### src/common/video_pkg.sv
// Raster coordinate type and default frame timing, imported by the timing, controller and top RTL
package video_pkg;

	// Raster counters and coordinates share one width
	localparam int COORD_BITS = 10;

	typedef logic [COORD_BITS-1:0] coord_t;

	// Full-size frame, used when the top level is not overridden
	localparam int H_ACTIVE_DEFAULT = 800;
	localparam int H_TOTAL_DEFAULT  = 1056;
	localparam int V_TOTAL_DEFAULT  = 628;

endpackage
### src/source/video_timing.sv
// Raster timing generator: wrapping counters giving coordinates, line and frame ticks, active flag
`timescale 1ns/100ps

module video_timing #(
	parameter int H_ACTIVE = video_pkg::H_ACTIVE_DEFAULT,
	parameter int H_TOTAL  = video_pkg::H_TOTAL_DEFAULT,
	parameter int V_TOTAL  = video_pkg::V_TOTAL_DEFAULT
) (
	input  logic              CLK,
	input  logic              RSTb,
	output video_pkg::coord_t display_x,
	output video_pkg::coord_t display_y,
	output logic              h_tick,
	output logic              v_tick,
	output logic              render_en
);

	import video_pkg::*;

	// Totals beyond the coordinate range wrap at the range end
	localparam int COORD_SPAN = 2 ** COORD_BITS;
	localparam int H_LAST = (H_TOTAL > COORD_SPAN) ? COORD_SPAN - 1 : H_TOTAL - 1;
	localparam int V_LAST = (V_TOTAL > COORD_SPAN) ? COORD_SPAN - 1 : V_TOTAL - 1;

	coord_t h_count;
	coord_t v_count;

	always_ff @(posedge CLK) begin
		if (!RSTb) begin
			h_count <= '0;
			v_count <= '0;
		end else if (h_count == coord_t'(H_LAST)) begin
			h_count <= '0;
			v_count <= (v_count == coord_t'(V_LAST)) ? '0 : v_count + 1'b1;
		end else begin
			h_count <= h_count + 1'b1;
		end
	end

	assign display_x = h_count;
	assign display_y = v_count;
	assign h_tick    = (h_count == '0);
	assign v_tick    = h_tick && (v_count == '0);
	assign render_en = (h_count < H_ACTIVE);

endmodule

### config.mk
export PLATFORM = sky130hd
export DESIGN_NAME = video_timing
export DESIGN_NICKNAME = d
export VERILOG_FILES = /design/src/common/video_pkg.sv /design/src/source/video_timing.sv
export SDC_FILE = /design/constraint.sdc
export NUM_CORES = 1
export LEC_CHECK = 0
export ABC_AREA = 1
export BUFFER_PORTS_ARGS = -buffer_cell sky130_fd_sc_hd__buf_2
export CORE_ASPECT_RATIO = 1.5
export CORE_MARGIN = 8
export CORE_UTILIZATION = 55
export DETAILED_ROUTE_END_ITERATION = 10
export PLACE_DENSITY = 0.81
export SYNTH_ARGS = -nofsm -noshare
export SYNTH_HDL_FRONTEND = slang
export SYNTH_SLANG_ARGS = --single-unit
### constraint.sdc
create_clock -name CLK -period 4.1 [get_ports CLK]
set_input_delay 0.82 -clock CLK [delete_from_list [all_inputs] [get_ports CLK]]
set_output_delay 0.82 -clock CLK [all_outputs]
set_load 0.1 [all_outputs]
==> out/summary.md <==
- 0 — synth warn
- 164 — Post-Syn Nets
- completed — outcome
- 0 — overall overflow remaining after global route
- 0 — hold-fix buffers at CTS
- 0.12 ns — clock-pin slew on the worst setup and hold paths
- 3710 µm² — die outline area
- 0.248 mV — worst IR drop on VDD
- 0 — post_cts resized
- 0 — initial antenna violation count
- 1100 µm² — Synth Cell Area
- 20 — number of distinct standard cells referenced by the synthesized netlist
- 3.28 ns — worst endpoint required time
- 0.854 — GPL Wtd Cong
- 2.40 ns — register-to-register setup slack
- no — unrepaired setup endpoints after global routing
- 0.496 ns — measured slew at the worst slew-check pin
- 12.7 µm — routed length per instance
- 2.63 mm — sum of routed wire length over all layers
- 52.5 µm — horizontal die dimension
- 0.205 — proportion of layout cells with a drive suffix above 1
- 0.138 — overall global routing resource usage
- 0 — number of enable-type register cells in the synthesized netlist
- 20 — number of clock sinks seen by CTS
- 0 ns — setup TNS after final layout
- 2.62 ns — min cycle time layout
- 299 nW/µm² — power per cell area
- 0 — post-CTS setup-driven buffer insertion count
- 1073 — Vias
- 1 — level count of the clock H-tree
- 1020 — via count of the first global-routing pass
- 6.95 µm² — Avg Cell Area, Syn
- 0 — Post-route DRC
- 15.7% — synth-to-layout area growth
- flip-flop — launching element type of the critical path
- 0.364 — sequential element share of the synthesized area
- 5.18 — mean number of vias per cell
- 0.43 ns — largest incremental delay on the critical path
- flip-flop to flip-flop — min-delay worst type
- 4.08 mm — first-pass GRT wire length
- done — TritonCTS clock tree
- 0 — Final Hold Viols
- sky130_fd_sc_hd__nor2_1 — cell with the most instances after synthesis
- 37 x sky130_fd_sc_hd__nor2_1, 34 x sky130_fd_sc_hd__nand2_1, 20 x sky130_fd_sc_hd__dfxtp_1, 18 x sky130_fd_sc_hd__inv_1, 10 x sky130_fd_sc_hd__nand3_1 — most frequent cells after synthesis
- 2 — buffers from clock root to sink, at most
- 158 — Cells after Synth
- 70.7 µm — Die Height
- sky130_fd_sc_hd__inv_1 — crit-path most repeated cell
- 0.31 ns — clock latency of the later-clocked register in the worst-skew pair
- 0 — number of setup violations in the final report
- sky130_fd_sc_hd__dfxtp_1 — primary flip-flop cell chosen by synthesis mapping
- sky130_fd_sc_hd__dfxtp_1 36%, sky130_fd_sc_hd__nor2_1 13%, sky130_fd_sc_hd__nand2_1 12%, sky130_fd_sc_hd__inv_1 6.2%, sky130_fd_sc_hd__ha_1 4.6% — biggest area contributors in the synthesized netlist
- 6 — biggest fanout along the worst timing path
- 25 — number of I/O pins
- 1.80 ns — data arrival time of the critical path
- 20 — flip-flop and latch count after synthesis
- 0.00365 ns — Worst Clk Skew
- sky130_fd_sc_hd__dfxtp_1 — Synth area leader
- 0.610 nW — leakage power of the design
- 381 MHz — maximum frequency from static timing analysis
- 0.364 — share of the synthesized area in the top cell type
- primary output — Setup crit end kind
- inv_1, ha_1, inv_1, nor4_1, nand2_1, nor2_1, buf_2 — Critical Path, Cell by Cell
- 0.640 — final clock period utilization by the worst path
- 192 — nets
- 1950 µm² — standard cell core area
- 0.672 — max_slew headroom
- 170 — Fillers
- flip-flop to primary output — kind of critical path
- 20 — standard-cell row count
- 24 — number of port buffers
- 35 — DRC violation total after the first TritonRoute iteration
- 14 — largest net degree at the start of global routing
- 0 — max-capacitance violation count
- 0 — post-route antenna net violation count
- 0 — share of synthesized registers carrying an async set or reset
- 4 — first-pass detailed-route iteration total
- sky130_fd_sc_hd__buf_2 — Crit-path slowest cell
- 0.000380 W — Total Power
- sky130_fd_sc_hd__clkbuf_4 — clock root buffer master
- 0.563 — initial standard-cell utilization of the core
- 3 — Num CTS Buffers
- 0 — final slew viol count
- 2.08 mm — HPWL Detailed
- 0 — antenna fix cells
cell usage in the layout, fill, tap and decap left out, types with 5 or more instances in the layout:
cell type	instances
sky130_fd_sc_hd__nor2_1	37
sky130_fd_sc_hd__a21oi_1	7
sky130_fd_sc_hd__dfxtp_1	20
sky130_fd_sc_hd__nand3_1	10
sky130_fd_sc_hd__buf_2	24
sky130_fd_sc_hd__inv_1	18
sky130_fd_sc_hd__nand2_2	5
sky130_fd_sc_hd__nand2_1	34
per-stage QoR:
| stage | cells | area (µm²) | utilization | hold WS [ns] | setup WS (ns) |
|---|---|---|---|---|---|
| after global placement | 203 | 1230 | 0.633 | 0.473 | 1.86 |
| after floorplan | 158 | 1100 | - | 0.886 | 0.698 |
| after detailed placement | 203 | 1230 | 0.633 | 0.487 | 1.82 |
| after global routing | 207 | 1270 | 0.651 | 0.538 | 1.35 |
| final | 207 | 1270 | 0.651 | 0.505 | 1.48 |
| after CTS | 207 | 1270 | 0.651 | 0.506 | 1.46 |
path summary, 6_finish.rpt:
| path | startpoint | endpoint | cells after the start |
|---|---|---|---|
| setup / recovery | display_y[0] | v_tick | 7 |
| hold / removal | display_y[3] | display_y[3] | 2 |
| setup reg to reg | display_x[0] | display_y[9] | 8 |
| hold reg to reg | display_y[3] | display_y[3] | 2 |
registers in the layout, indices dropped and copies added (netlist names):
| register | flops |
|---|---|
| display_x | 10 |
| display_y | 10 |
power breakdown:
group          total (W)  switching, W  internal (W)
Clock           0.000118     0.0000634     0.0000542
Combinational  0.0000619     0.0000525    0.00000940
Sequential      0.000200    0.00000331      0.000197
Total           0.000380      0.000119      0.000260
area by class of cell:
| type | count | area, µm² | share of cell area |
|---|---|---|---|
| Multi-Input combinational cell | 119 | 619 | 0.487 |
| Sequential cell | 20 | 400 | 0.315 |
| Timing Repair Buffer | 24 | 120 | 0.0945 |
| Inverter | 18 | 67.6 | 0.0531 |
| Clock buffer | 4 | 36.3 | 0.0285 |
| Tap cell | 22 | 27.5 | 0.0217 |
layer usage:
layer / up-vias / track usage / part of all wire
met4: 0 / 0.0809 / 0.030
met2: 48 / 0.232 / 0.48
met3: 10 / 0.0335 / 0.068
li1: 546 / - / -
met1: 469 / 0.148 / 0.42
met5: - / 0 / 0
critical path, delay by kind of cell (launching register included):
kind          cells  cell delay [ns]
simple gates      3             0.39
flops             1             0.37
buf+inv           3             0.57
fa+ha+maj         1             0.16
cell families (layout without fill, tap and decap cells):
group | after synthesis | after routing | synth area share
AOI/OAI and AO/OA | 8 | 8 | 0.0376
and+or+nand+nor | 100 | 100 | 0.425
DFF | 20 | 20 | 0.364
adders and majority gates | 4 | 4 | 0.0456
xor gates and xnor gates | 7 | 7 | 0.0558
buffers and inverters | 19 | 46 | 0.0717
Note: power is estimated with default switching activity, not from simulation.
